## src/rv_core_consts.svh

```systemverilog
`ifndef RV_CORE_CONSTS_SVH
`define RV_CORE_CONSTS_SVH

// datapath and pc width
`define XLEN 64

// one fetched instruction
`define INST_W 32

// architectural register index
`define REG_ID_W 5

// first fetch address after reset
`define RESET_PC 64'h80000000

// major opcodes, bits [6:0]
`define OPC_OP     7'b0110011
`define OPC_OP_IMM 7'b0010011
`define OPC_LUI    7'b0110111
`define OPC_AUIPC  7'b0010111
`define OPC_SYSTEM 7'b1110011

// funct3 shared by add, sub and addi
`define FUNCT3_ADD 3'b000

// funct7 for add vs sub in the OP group
`define FUNCT7_ADD 7'b0000000
`define FUNCT7_SUB 7'b0100000

// ebreak is matched on the whole word
`define EBREAK_INST 32'h00100073

`endif

```

## src/rv_core_pkg.sv

```systemverilog
`default_nettype none

package rv_core_pkg;

  // decoded instruction class
  // one value per supported instruction plus a catch-all
  typedef enum logic [2:0] {
    OP_ADD     = 3'd0,
    OP_SUB     = 3'd1,
    OP_ADDI    = 3'd2,
    OP_LUI     = 3'd3,
    OP_AUIPC   = 3'd4,
    OP_EBREAK  = 3'd5,
    OP_ILLEGAL = 3'd6
  } opcode_e;

  // alu function
  // only add and sub needed by this subset
  typedef enum logic {
    ALU_ADD = 1'b0,
    ALU_SUB = 1'b1
  } alu_op_e;

  // where operand a comes from
  // reg for add/sub/addi, pc for auipc
  // zero for lui so the adder passes the immediate
  typedef enum logic [1:0] {
    SRC_A_REG  = 2'd0,
    SRC_A_PC   = 2'd1,
    SRC_A_ZERO = 2'd2
  } src_a_e;

endpackage

`default_nettype wire

```

## src/alu.sv

```systemverilog
`timescale 1ns/10ps
`default_nettype none

`include "rv_core_consts.svh"

module alu import rv_core_pkg::*; (
  input  logic [`XLEN-1:0] operand_a,
  input  logic [`XLEN-1:0] operand_b,
  input  alu_op_e          alu_op,
  output logic [`XLEN-1:0] result
);

  // high for subtract
  logic             sub;
  // operand b, inverted for subtract
  logic [`XLEN-1:0] b_eff;

  assign sub = (alu_op == ALU_SUB);

  // one adder for both ops
  // a - b = a + ~b + 1, carry-in supplies the +1
  assign b_eff = operand_b ^ {`XLEN{sub}};

  // carry out dropped, wraps mod 2^xlen
  assign result = operand_a + b_eff + {{(`XLEN-1){1'b0}}, sub};

  // an x here would silently pick add
  always_comb begin
    assert final (!$isunknown(alu_op))
      else $error("alu_op is unknown");
  end

endmodule

`default_nettype wire

```

## config.mk

```make
export PLATFORM = sky130hd
export DESIGN_NAME = alu
export DESIGN_NICKNAME = d
export VERILOG_FILES = /design/src/rv_core_pkg.sv /design/src/alu.sv
export VERILOG_INCLUDE_DIRS = /design/src
export SDC_FILE = /design/constraint.sdc
export NUM_CORES = 1
export LEC_CHECK = 0
export ABC_CLOCK_PERIOD_IN_PS = 4200
export BUFFER_PORTS_ARGS = -buffer_cell sky130_fd_sc_hd__buf_2
export CORE_ASPECT_RATIO = 0.8
export CORE_MARGIN = 2
export CORE_UTILIZATION = 50
export DETAILED_ROUTE_END_ITERATION = 10
export PLACE_DENSITY = 0.85
export REMOVE_ABC_BUFFERS = 1
export SYNTH_ARGS = -nofsm -noshare
export SYNTH_HDL_FRONTEND = slang
export SYNTH_SLANG_ARGS = --single-unit
```

## constraint.sdc

```tcl
create_clock -name vclk -period 4.2
set_input_delay 0.21 -clock vclk [all_inputs]
set_output_delay 0.21 -clock vclk [all_outputs]
set_load 0.03 [all_outputs]
```

==> out/summary.txt <==
status = finished clean
vias in the first global route = 4717
Synth Cell Area = 0.00422 mm2
commonest non-fill, non-tap cell in the layout = buf_2
Hold Buf Count CTS = 0
gr ovfl total = 0
crit path to = result[62]
syn_area_per_cell = 7.10 um2
clock share of power = 0
crit-path max FO = 24
Final ANT Viol Nets = 0
min Tclk post-route = 4.04 ns
routed vias/inst = 5.73
average wire per cell in the routed design = 15.4 um
synth warn = 0
Setup Crit Path Kind = primary input to primary output
Final Max Slew Viols = 0
GRT Total Usage = 0.278
starting DRC count in detailed routing = 339
max-cap violations = 0
final setup violation count = 0
HPWL after detailed placement = 11500 um
Sw Ratio = 0.652
most frequent cells in the layout = 192 x buf_2, 86 x xor2_1, 68 x ha_1, 66 x a21oi_1, 46 x a21o_1
Seq pwr share = 0
nets = 962
die height = 86.2 um
slew at the pin closest to its max-slew limit = 0.687 ns
Die ar. = 0.00920 mm2
share of cells above drive strength 1 = 0.269
DR DRC count = 0
FF+latch count = 0
vias post-DR = 4994
combinational fraction of design power = 1.000
pin count of the biggest net entering global routing = 25
crit share post-route = 0.962
P_leak = 2.79 nW
Area Overhead vs Synth = 24.5%
post-synthesis cell count = 594
Port Buffers = 193
Die W = 107 um
final WL = 13400 um
Fin Hold WS = 0.748 ns
Initial Util = 0.524
Relative slew margins = 0.538
count of different cell masters after synthesis = 54
Post-Route Setup TNS = 0 ns
Site Rows = 29
antenna violations before repair = 1
io pins = 193
first-pass GRT wire length = 21800 um
total net switching power = 1.10 mW
Pwr Density = 321 mW/mm2
Initial DRT Pass Iterations = 5
P_int = 0.587 mW
sequential area share after synthesis = 0
clock buffer count = 0
CORE AREA = 0.00806 mm2
Final Hold Viols = 0
crit path launch type = primary input
fmax = 0.247 GHz
FF+latch area = 0 um2
RSZ-0062 raised after global routing = no
Worst Hold Class = primary input to primary output
VDD IR max = 0.195 mV
CP Capture Type = primary output
crit path DAT = 3.83 ns
WP data required = 3.99 ns
Critical path origin = alu_op
placer congestion estimate = 0.982
-- cells by family (layout without fill, tap and decap cells) --
kind of cell    after synthesis  in the layout  synth area share
mux                           3              3           0.00712
fa+ha+maj                    69             69             0.206
compound gates              208            208             0.320
buf+inv                      53            221            0.0480
xor+xnor                    126            126             0.261
simple gates                135            135             0.157
other cells                   0              1                 0
-- power by group through the flow --
stage,clock [mW],combinational (mW),sequential (mW)
4_1_cts,0,1.67,0
3_5_place_dp,0,1.67,0
3_3_place_gp,0,1.65,0
2_1_floorplan,0,1.20,0
5_1_grt,0.0000000318,1.81,0
6_report,0.0000000318,1.69,0
-- critical path, cell delays in order --
cell and delay, ns:
buf_4 0.32, buf_4 0.33, xor2_1 0.18, ha_1 0.33, a21oi_1 0.25, o21ai_1 0.14
a21o_1 0.20, a21o_1 0.22, nor4_1 0.30, o21ai_1 0.21, o211ai_1 0.42, o211ai_1 0.13
a21oi_1 0.21, xnor2_1 0.14, buf_2 0.21
-- what timing repair did --
| action | CTS | global route |
|---|---|---|
| setup endpoints to repair | 0 | 1 |
| setup buffers | 0 | 0 |
| gates resized for setup | 0 | 1 |
-- synth_stat cells, types with 3 or more instances --
master     count  area share
a2111oi_0      4      0.0083
a21o_1        46       0.082
a21oi_1       66       0.078
a221oi_1       3      0.0062
a31oi_1        3      0.0044
and2_1         3      0.0044
and3_1         5      0.0074
buf_1          6      0.0053
clkbuf_1      23       0.020
ha_1          68        0.20
inv_1         22       0.020
mux2i_1        3      0.0071
nand2_1       41       0.036
nand2b_1       4      0.0059
nand3_1        3      0.0036
nand4_1       27       0.040
nor2_1        31       0.028
nor2b_1        7       0.010
nor3_1         6      0.0071
o211ai_1       5      0.0089
o21a_1         8       0.014
o21ai_0       16       0.019
o21ai_1       22       0.026
o21bai_1       9       0.016
o31ai_1        3      0.0053
or3_1          3      0.0044
xnor2_1       40       0.083
xor2_1        86        0.18
-- area by class of cell --
type,instances,area [um2]
diodes,1,2.50
fillers,753,2800
inverters,23,86.3
multi-input cells,541,4020
well taps,108,135
repair buffers,198,1010
-- stage by stage --
stage,std cells,power (mW),utilization,cell area [um2],setup slack (ns)
2_1_floorplan,564,1.20,-,4100,0.916
3_3_place_gp,870,1.65,0.651,5250,0.344
3_5_place_dp,870,1.67,0.651,5250,0.254
4_1_cts,870,1.67,0.651,5250,0.224
5_1_grt,871,1.81,0.652,5250,0.00670
6_report,871,1.69,0.652,5250,0.159
-- per-layer routing --
| layer | GRT usage | vias up | wire length [um] |
|---|---|---|---|
| met3 | 0.0158 | 18 | 902 |
| met2 | 0.466 | 225 | 5920 |
| met1 | 0.397 | 2257 | 6330 |
| met5 | 0 | - | 0 |
| met4 | 0.0555 | 0 | 224 |
| li1 | - | 2494 | - |
-- worst min-delay path by stage --
stage / endpoint / start / cells past startpoint
floorplan: result[0] / operand_b[0] / 1
global placement: result[0] / operand_a[0] / 3
detailed placement: result[0] / operand_b[0] / 3
CTS: result[0] / operand_b[0] / 3
global route: result[0] / operand_a[0] / 3
finish: result[0] / operand_b[0] / 3
(Power assumes the default switching activity.)
