`config.mk`:
```
export PLATFORM = sky130hd
export DESIGN_NAME = pc_reg
export DESIGN_NICKNAME = d
export VERILOG_FILES = /design/src/pc_reg.sv
export VERILOG_INCLUDE_DIRS = /design/src
export SDC_FILE = /design/constraint.sdc
export NUM_CORES = 1
export LEC_CHECK = 0
export BUFFER_PORTS_ARGS = -buffer_cell sky130_fd_sc_hd__buf_2
export CELL_PAD_IN_SITES_DETAIL_PLACEMENT = 1
export CELL_PAD_IN_SITES_GLOBAL_PLACEMENT = 2
export CORE_MARGIN = 2
export CORE_UTILIZATION = 29
export DETAILED_ROUTE_END_ITERATION = 7
export PLACE_DENSITY_LB_ADDON = 0.08
export SLEW_MARGIN = 15
export SYNTH_ARGS = -nofsm -noshare
export SYNTH_HDL_FRONTEND = slang
export SYNTH_SLANG_ARGS = --single-unit
```
`constraint.sdc`:
```
create_clock -name clk -period 2.6 [get_ports clk]
set_input_delay 0.26 -clock clk [delete_from_list [all_inputs] [get_ports clk]]
set_output_delay 0.26 -clock clk [all_outputs]
set_load 0.02 [all_outputs]
```
`src/rv_core_consts.svh`:
```
`ifndef RV_CORE_CONSTS_SVH
`define RV_CORE_CONSTS_SVH

// datapath and pc width
`define XLEN 64

// one fetched instruction
`define INST_W 32

// architectural register index
`define REG_ID_W 5

// first fetch address after reset
`define RESET_PC 64'h80000000

// major opcodes, bits [6:0]
`define OPC_OP     7'b0110011
`define OPC_OP_IMM 7'b0010011
`define OPC_LUI    7'b0110111
`define OPC_AUIPC  7'b0010111
`define OPC_SYSTEM 7'b1110011

// funct3 shared by add, sub and addi
`define FUNCT3_ADD 3'b000

// funct7 for add vs sub in the OP group
`define FUNCT7_ADD 7'b0000000
`define FUNCT7_SUB 7'b0100000

// ebreak is matched on the whole word
`define EBREAK_INST 32'h00100073

`endif

```
`src/pc_reg.sv`:
```
`timescale 1ns/10ps
`default_nettype none

`include "rv_core_consts.svh"

module pc_reg (
  input  logic             clk,
  input  logic             rst,
  input  logic             halt_req,
  output logic [`XLEN-1:0] current_pc,
  output logic [`XLEN-1:0] next_pc
  ,
  output logic             halted
);

  // sequential fetch only, no branch target
  assign next_pc = current_pc + `XLEN'd4;

  // pc and halt flag
  // the ebreak edge still advances the pc
  // the freeze starts one edge later once halted is set
  always_ff @(posedge clk) begin
    if (rst) begin
      current_pc <= `RESET_PC;
      halted     <= 1'b0;
    end else if (!halted) begin
      current_pc <= next_pc;
      if (halt_req) begin
        halted <= 1'b1;
      end
    end
  end

  // reset pc is aligned and every step is +4
  pc_aligned_a: assert property (
    @(posedge clk) disable iff (rst)
    current_pc[1:0] == 2'b00
  ) else $error("pc misaligned: %h", current_pc);

endmodule

`default_nettype wire

```
==> reports/metrics.cfg, run 1 <==
[final_layout]
utilization_pct = 40.58
final_area_um2 = 5612
fill_cells = 1698
diodes = 0
num-nets-final = 680
stdcell_count = 859
seqCellArea_um2 = 1284
drive_above_1_share_pct = 36.82
multiInputGateArea_um2 = 2779
syn_to_final_growth_pct = 36.78

[global_routing]
grt-ovfl-total = 0
grt_antenna_before_repair = 0
grt_pass1_vias = 4290
grt_usage_pct = 19.84
grt_pass1_wl_um = 23160
grt_max_degree = 31

[clock_tree]
cts_made_buffers = 9
cts_root_buf = clkbuf_16
cts_tree = built
clk_pin_slew_worst_paths_ps = 50
clk_path_buf_depth = 2
numClockSinks = 63
cts_max_level = 3
clk_latency_ps = 340

[power]
p_leak_nw = 2.525
finalPower_mw = 2.153
vdd_drop_max_mv = 0.2374
powerDensity_nw_per_um2 = 383.7

[worst_setup_path]
worstPathArrival_ps = 2230
cp.required_ps = 2340
cp-end-kind = primary output
crit_type = reg -> out
worstSetupStartpointType = flop
path_max_fanout = 9

[timing]
fin_crit_sh_pct = 95.79
fmax_ghz = 0.4015
fin_crit_ps = 2490
rsz0062_at_grt = yes
fin_hold_ws_ps = 188.8
worstMarginPinSlew_ps = 632.2
finalSetupViolCount = 0
slew_headroom_pct = 57.85
finalSetupTns_ps = 0
hold_viol_final = 0
postLayoutSetupSlackWorst_ps = 109.5
maxSlewViolCount = 0
skew_ps = 6.412

[route]
routed_wl_um = 14810
vias = 4392
drcViolationCount = 0
wl_per_cell_um = 17.24
dr.pass1.iters = 4
ant_nets = 0
viasPerCell = 5.113
drtIter0Drc = 163

[placement]
dp_hpwl_um = 10800
finalWeightedCongestion = 0.7441
place_ws_ps = 224.9
dp.cells = 832
placed_cell_area_um2 = 5110
io_buffers = 127

[yosys]
synth.area.top_cells = dfxtp_1 (31%), xor2_1 (10%), xnor2_1 (8.8%)
synth_top_area_share_pct = 30.74
synthCells = 515
synth_seq_cells = 63
yosysTopAreaCell = dfxtp_1
yosysSeqAreaShare_pct = 30.74
ys.warnings.count = 0
syn_area_um2 = 4103
synth_edf_count = 0
synthFlopType = dfxtp_1
synth_cell_type_count = 42
synth.most_common_cell = nor2_1
syn_area_per_cell_um2 = 7.966
synthArstFlopShare_pct = 0
synth_common_cells = nor2_1 (69), dfxtp_1 (63), xor2_1 (47)

[worst_hold_path]
hold_path_class = in -> reg

[die]
coreArea_um2 = 13830
die-area_um2 = 15110
die_height_um = 122.9
rows = 43
io_pins = 132
start_util_pct = 29.67
die_width_um = 122.9

[run_status]
status = complete, no violations

[job]
maxCapViolations = 0

[area by class of cell]
type	instances	share of cell area, %
timing repair buffer	180	18.66
inverter	8	0.5351
tap	180	4.013
multi-input combinational	414	49.52
sequential	63	22.88
clock inverter	2	0.1784
clock buffer	12	4.214
[worst paths after layout]
| check | from | to | slack (ps) | cells past startpoint |
|---|---|---|---|---|
| hold / removal | halt_req | halted | 190 | 3 |
| hold reg to reg | current_pc[63] | current_pc[63] | 540 | 2 |
| setup / recovery | current_pc[20] | next_pc[43] | 110 | 6 |
| setup reg to reg | current_pc[3] | current_pc[58] | 380 | 8 |
[critical path: stages (launching register included)]
cell and delay [ps]:
dfxtp_2 380, nand4_4 200, nor4_4 470, nand4_1 290, buf_4 230, xnor2_1 140, buf_2 190
[repair_timing]
item                                    in CTS  in global routing
resized for setup                            9                 39
setup buffers                                6                  7
hold buffers                                 0                  0
pin swaps                                    4                  7
endpoints found under the setup margin      24                 34
[sequential cells by signal (all words and copies together) (netlist names)]
name	flops
current_pc	62
halted	1
[power breakdown]
| group | switching, mW | internal (mW) |
|---|---|---|
| Combinational | 0.0746 | 0.0314 |
| Clock | 0.433 | 0.631 |
| Sequential | 0.0104 | 0.972 |
[kinds of logic after synthesis]
group | count (synthesis) | synth area share (%)
other | 1 | 0.09140
AND/OR/NAND/NOR | 256 | 36.69
XOR/XNOR | 88 | 18.79
adder cells (fa/ha/maj) | 1 | 0.3049
AO/OA/AOI/OAI | 63 | 8.112
flip-flops | 63 | 30.74
multiplexers | 2 | 0.5184
buffers and inverters | 41 | 4.757
[routing by layer]
metal	share of wire (%)	up-vias	track usage (%)
li1	-	2130	-
met1	43	2162	24.67
met2	51	90	34.74
met3	3.9	10	4.428
met4	1.2	0	4.741
met5	0	-	0
[placed cells by master, fill, tap and decap left out, types with 4 or more instances in the layout]
master,n
nor3_1,11
nor4_1,5
xor2_1,47
buf_4,56
o31ai_1,7
dfxtp_1,47
xnor2_1,41
and4_1,7
clkbuf_16,9
nor3_2,6
nand4_1,22
nand3_1,24
nor4_4,7
or3_1,27
nand2_1,31
conb_1,4
dfxtp_2,15
and3_1,5
nand3_2,5
nand4_4,5
o21ai_0,25
nor2_1,66
buf_2,123
a21oi_1,31
or4_1,8
inv_1,6
(Power assumes the default switching activity.)
==> run 2, diff against run 1 <==
- BUFFER_PORTS_ARGS: -buffer_cell sky130_fd_sc_hd__buf_2 -> not set
- CORE_UTILIZATION: 29 -> 36
- DONT_BUFFER_PORTS: not set -> 1
==> reports/metrics.cfg, run 2 (synthesis gave the netlist of run 1 again) <==
[worst_setup_path]
path_max_fanout = 6  ; -3
slowest_delay_ps = 440  ; -30 ps
worstSetupStartpointType = flop
rrSetupSlack_ps = 300  ; -80 ps
r2r_start = current_pc[3]
cp-end-kind = primary output
r2r-end = current_pc[50]
endpoint = next_pc[62]
crit_type = reg -> out
cp.required_ps = 2340  ; about the same
critPathLaunch = current_pc[23]
worstRegToRegCells = 8  ; unchanged
worstPathArrival_ps = 2250  ; +20 ps
worst_path_max_delay_cell = nor4_2
path_cells = nand4_1 -> nor4_2 -> nand4_1 -> buf_4 -> nor2_1 -> xor2_1 -> buf_4

[timing]
rsz0062_at_grt = yes
worstMarginPinSlew_ps = 636.6  ; +4.373 ps
maxSlewViolCount = 0  ; unchanged
fin_crit_ps = 2512  ; +21.13 ps
skew_ps = 9.386  ; +2.974 ps
fin_crit_sh_pct = 96.60  ; +0.81 points
hold_viol_final = 0  ; unchanged
postLayoutSetupSlackWorst_ps = 88.40  ; -21.13 ps
finalSetupViolCount = 0  ; unchanged
slew_headroom_pct = 57.17  ; -0.68 points
fmax_ghz = 0.3982  ; -0.84%

[clock_tree]
clk_latency_ps = 340  ; about the same
clk_pin_slew_worst_paths_ps = 60  ; about the same
cts_root_buf = clkbuf_16
numClockSinks = 63  ; unchanged
cts_max_level = 3  ; unchanged
cts_made_buffers = 9  ; unchanged
cts_tree = built
clk_path_buf_depth = 2  ; unchanged

[global_routing]
grt_pass1_wl_um = 23460  ; +1.3%
grt-ovfl-total = 0  ; unchanged
grt_max_degree = 57  ; +84%
grt_antenna_before_repair = 0  ; unchanged
grt_pass1_vias = 4356  ; +1.5%
grt_usage_pct = 23.62  ; +3.8 points

[power]
switchingPower_uw = 562.6  ; +8.6%
vdd_drop_max_mv = 0.1967  ; -17%
p_clk_share_pct = 53.7  ; +4.3 points
swShare_pct = 24.18  ; +0.11 points
powerDensity_nw_per_um2 = 422.8  ; +10%
finalPower_mw = 2.327  ; +8.1%
p_leak_nw = 2.240  ; -11%
p_int_mw = 1.764  ; +7.9%
seq_power_share_pct = 42.0  ; -3.6 points
combPwrFrac_pct = 4.3  ; -0.6 points

[placement]
io_buffers = 0  ; -100%
place_ws_ps = 245.3  ; +20.42 ps
finalWeightedCongestion = 0.7577  ; +1.8%
dp_hpwl_um = 10380  ; -3.9%

[final_layout]
top_regs = current_pc x62, halted x1
regMostFlops = current_pc
drive_above_1_share_pct = 29.70  ; -7.1 points
fill_cells = 1363  ; -20%
seqCellArea_um2 = 1271  ; -0.97%
layout_commonest_cell = buf_4
num-nets-final = 622  ; -8.5%
diodes = 0  ; unchanged
utilization_pct = 50.11  ; +9.5 points
multiInputGateArea_um2 = 2774  ; -0.18%
mostFrequentLayoutCells = buf_4 (116), nor2_1 (65), dfxtp_1 (55), xor2_1 (47), xnor2_1 (40)
syn_to_final_growth_pct = 34.16
largest_reg_flops = 62  ; unchanged

[die]
die-area_um2 = 12270  ; -19%
io_pins = 132  ; unchanged
rows = 38  ; -12%
start_util_pct = 37.35  ; +7.7 points
coreArea_um2 = 10980  ; -21%
die_height_um = 110.8  ; -9.9%
die_width_um = 110.8  ; -9.9%

[route]
dr.pass1.iters = 4  ; unchanged
drcViolationCount = 0  ; unchanged
ant_nets = 0  ; unchanged
viasPerCell = 5.506  ; +7.7%
vias = 4201  ; -4.3%
drtIter0Drc = 157  ; -3.7%
routed_wl_um = 14630  ; -1.2%
wl_per_cell_um = 19.18  ; +11%

[worst_hold_path]
hold_path_class = in -> reg

[job]
maxCapViolations = 0  ; unchanged

[run_status]
status = complete, no violations

## run 2: per-stage QoR
step / hold WS (ps) / TNS, ps / cells / area (um^2)
floorplan: 375.8 / 0 / 518 / 4114
global placement: 338.7 / 0 / 735 / 4950
detailed placement: 339.1 / 0 / 735 / 4950
CTS: 29.76 / 0 / 757 / 5348
global route: 26.90 / -121.5 / 763 / 5504
finish: 30.51 / 0 / 763 / 5504
## run 2: worst min-delay path by stage
| stage | startpoint | endpoint | slack, ps | depth (start not counted) |
|---|---|---|---|---|
| after global routing | rst | current_pc[31] | 30 | 1 |
| after global placement | rst | current_pc[16] | 340 | 1 |
| after floorplan | halt_req | halted | 380 | 2 |
| after CTS | rst | current_pc[31] | 30 | 1 |
| final | rst | current_pc[31] | 30 | 1 |
| after detailed placement | rst | current_pc[13] | 340 | 1 |
## run 2: final cells by class
| type | count | area share [%] |
|---|---|---|
| Clock buffer | 11 | 4.410 |
| Tap cell | 140 | 3.183 |
| Multi-Input combinational cell | 414 | 50.40 |
| Timing Repair Buffer | 122 | 17.32 |
| Inverter | 8 | 0.5456 |
| Sequential cell | 63 | 23.10 |
| Clock inverter | 5 | 1.046 |
## run 2: timing repair
action / 4_1_cts / 5_1_grt
resized for setup: 9 / 26
hold endpoints to repair: 56 / 0
buffers inserted: 4 / 6
endpoints found under the setup margin: 15 / 23
pin swaps: 2 / 8
hold buffers: 2 / 0
## run 2: power by group through the flow
| stage | registers [mW] | logic (mW) | clock network (mW) |
|---|---|---|---|
| 6_report | 0.976 | 0.101 | 1.25 |
| 3_3_place_gp | 0.997 | 0.0769 | 0 |
| 3_5_place_dp | 0.998 | 0.0791 | 0 |
| 4_1_cts | 0.976 | 0.102 | 1.26 |
| 2_1_floorplan | 1.01 | 0.0635 | 0 |
| 5_1_grt | 0.977 | 0.108 | 1.32 |
## run 2: critical path, delay by kind of cell (launching register included)
kind	cells	cell delay (ps)
simple gates	4	1040
flops	1	350
buf+inv	2	350
xor+xnor	1	160
## run 2: per-layer routing
metal / track usage [%] / vias to the layer above / share of wire, %
li1: - / 2006 / -
met1: 27.54 / 2057 / 41
met2: 42.99 / 119 / 53
met3: 5.467 / 19 / 5.1
met4: 6.750 / 0 / 1.4
met5: 0 / - / 0
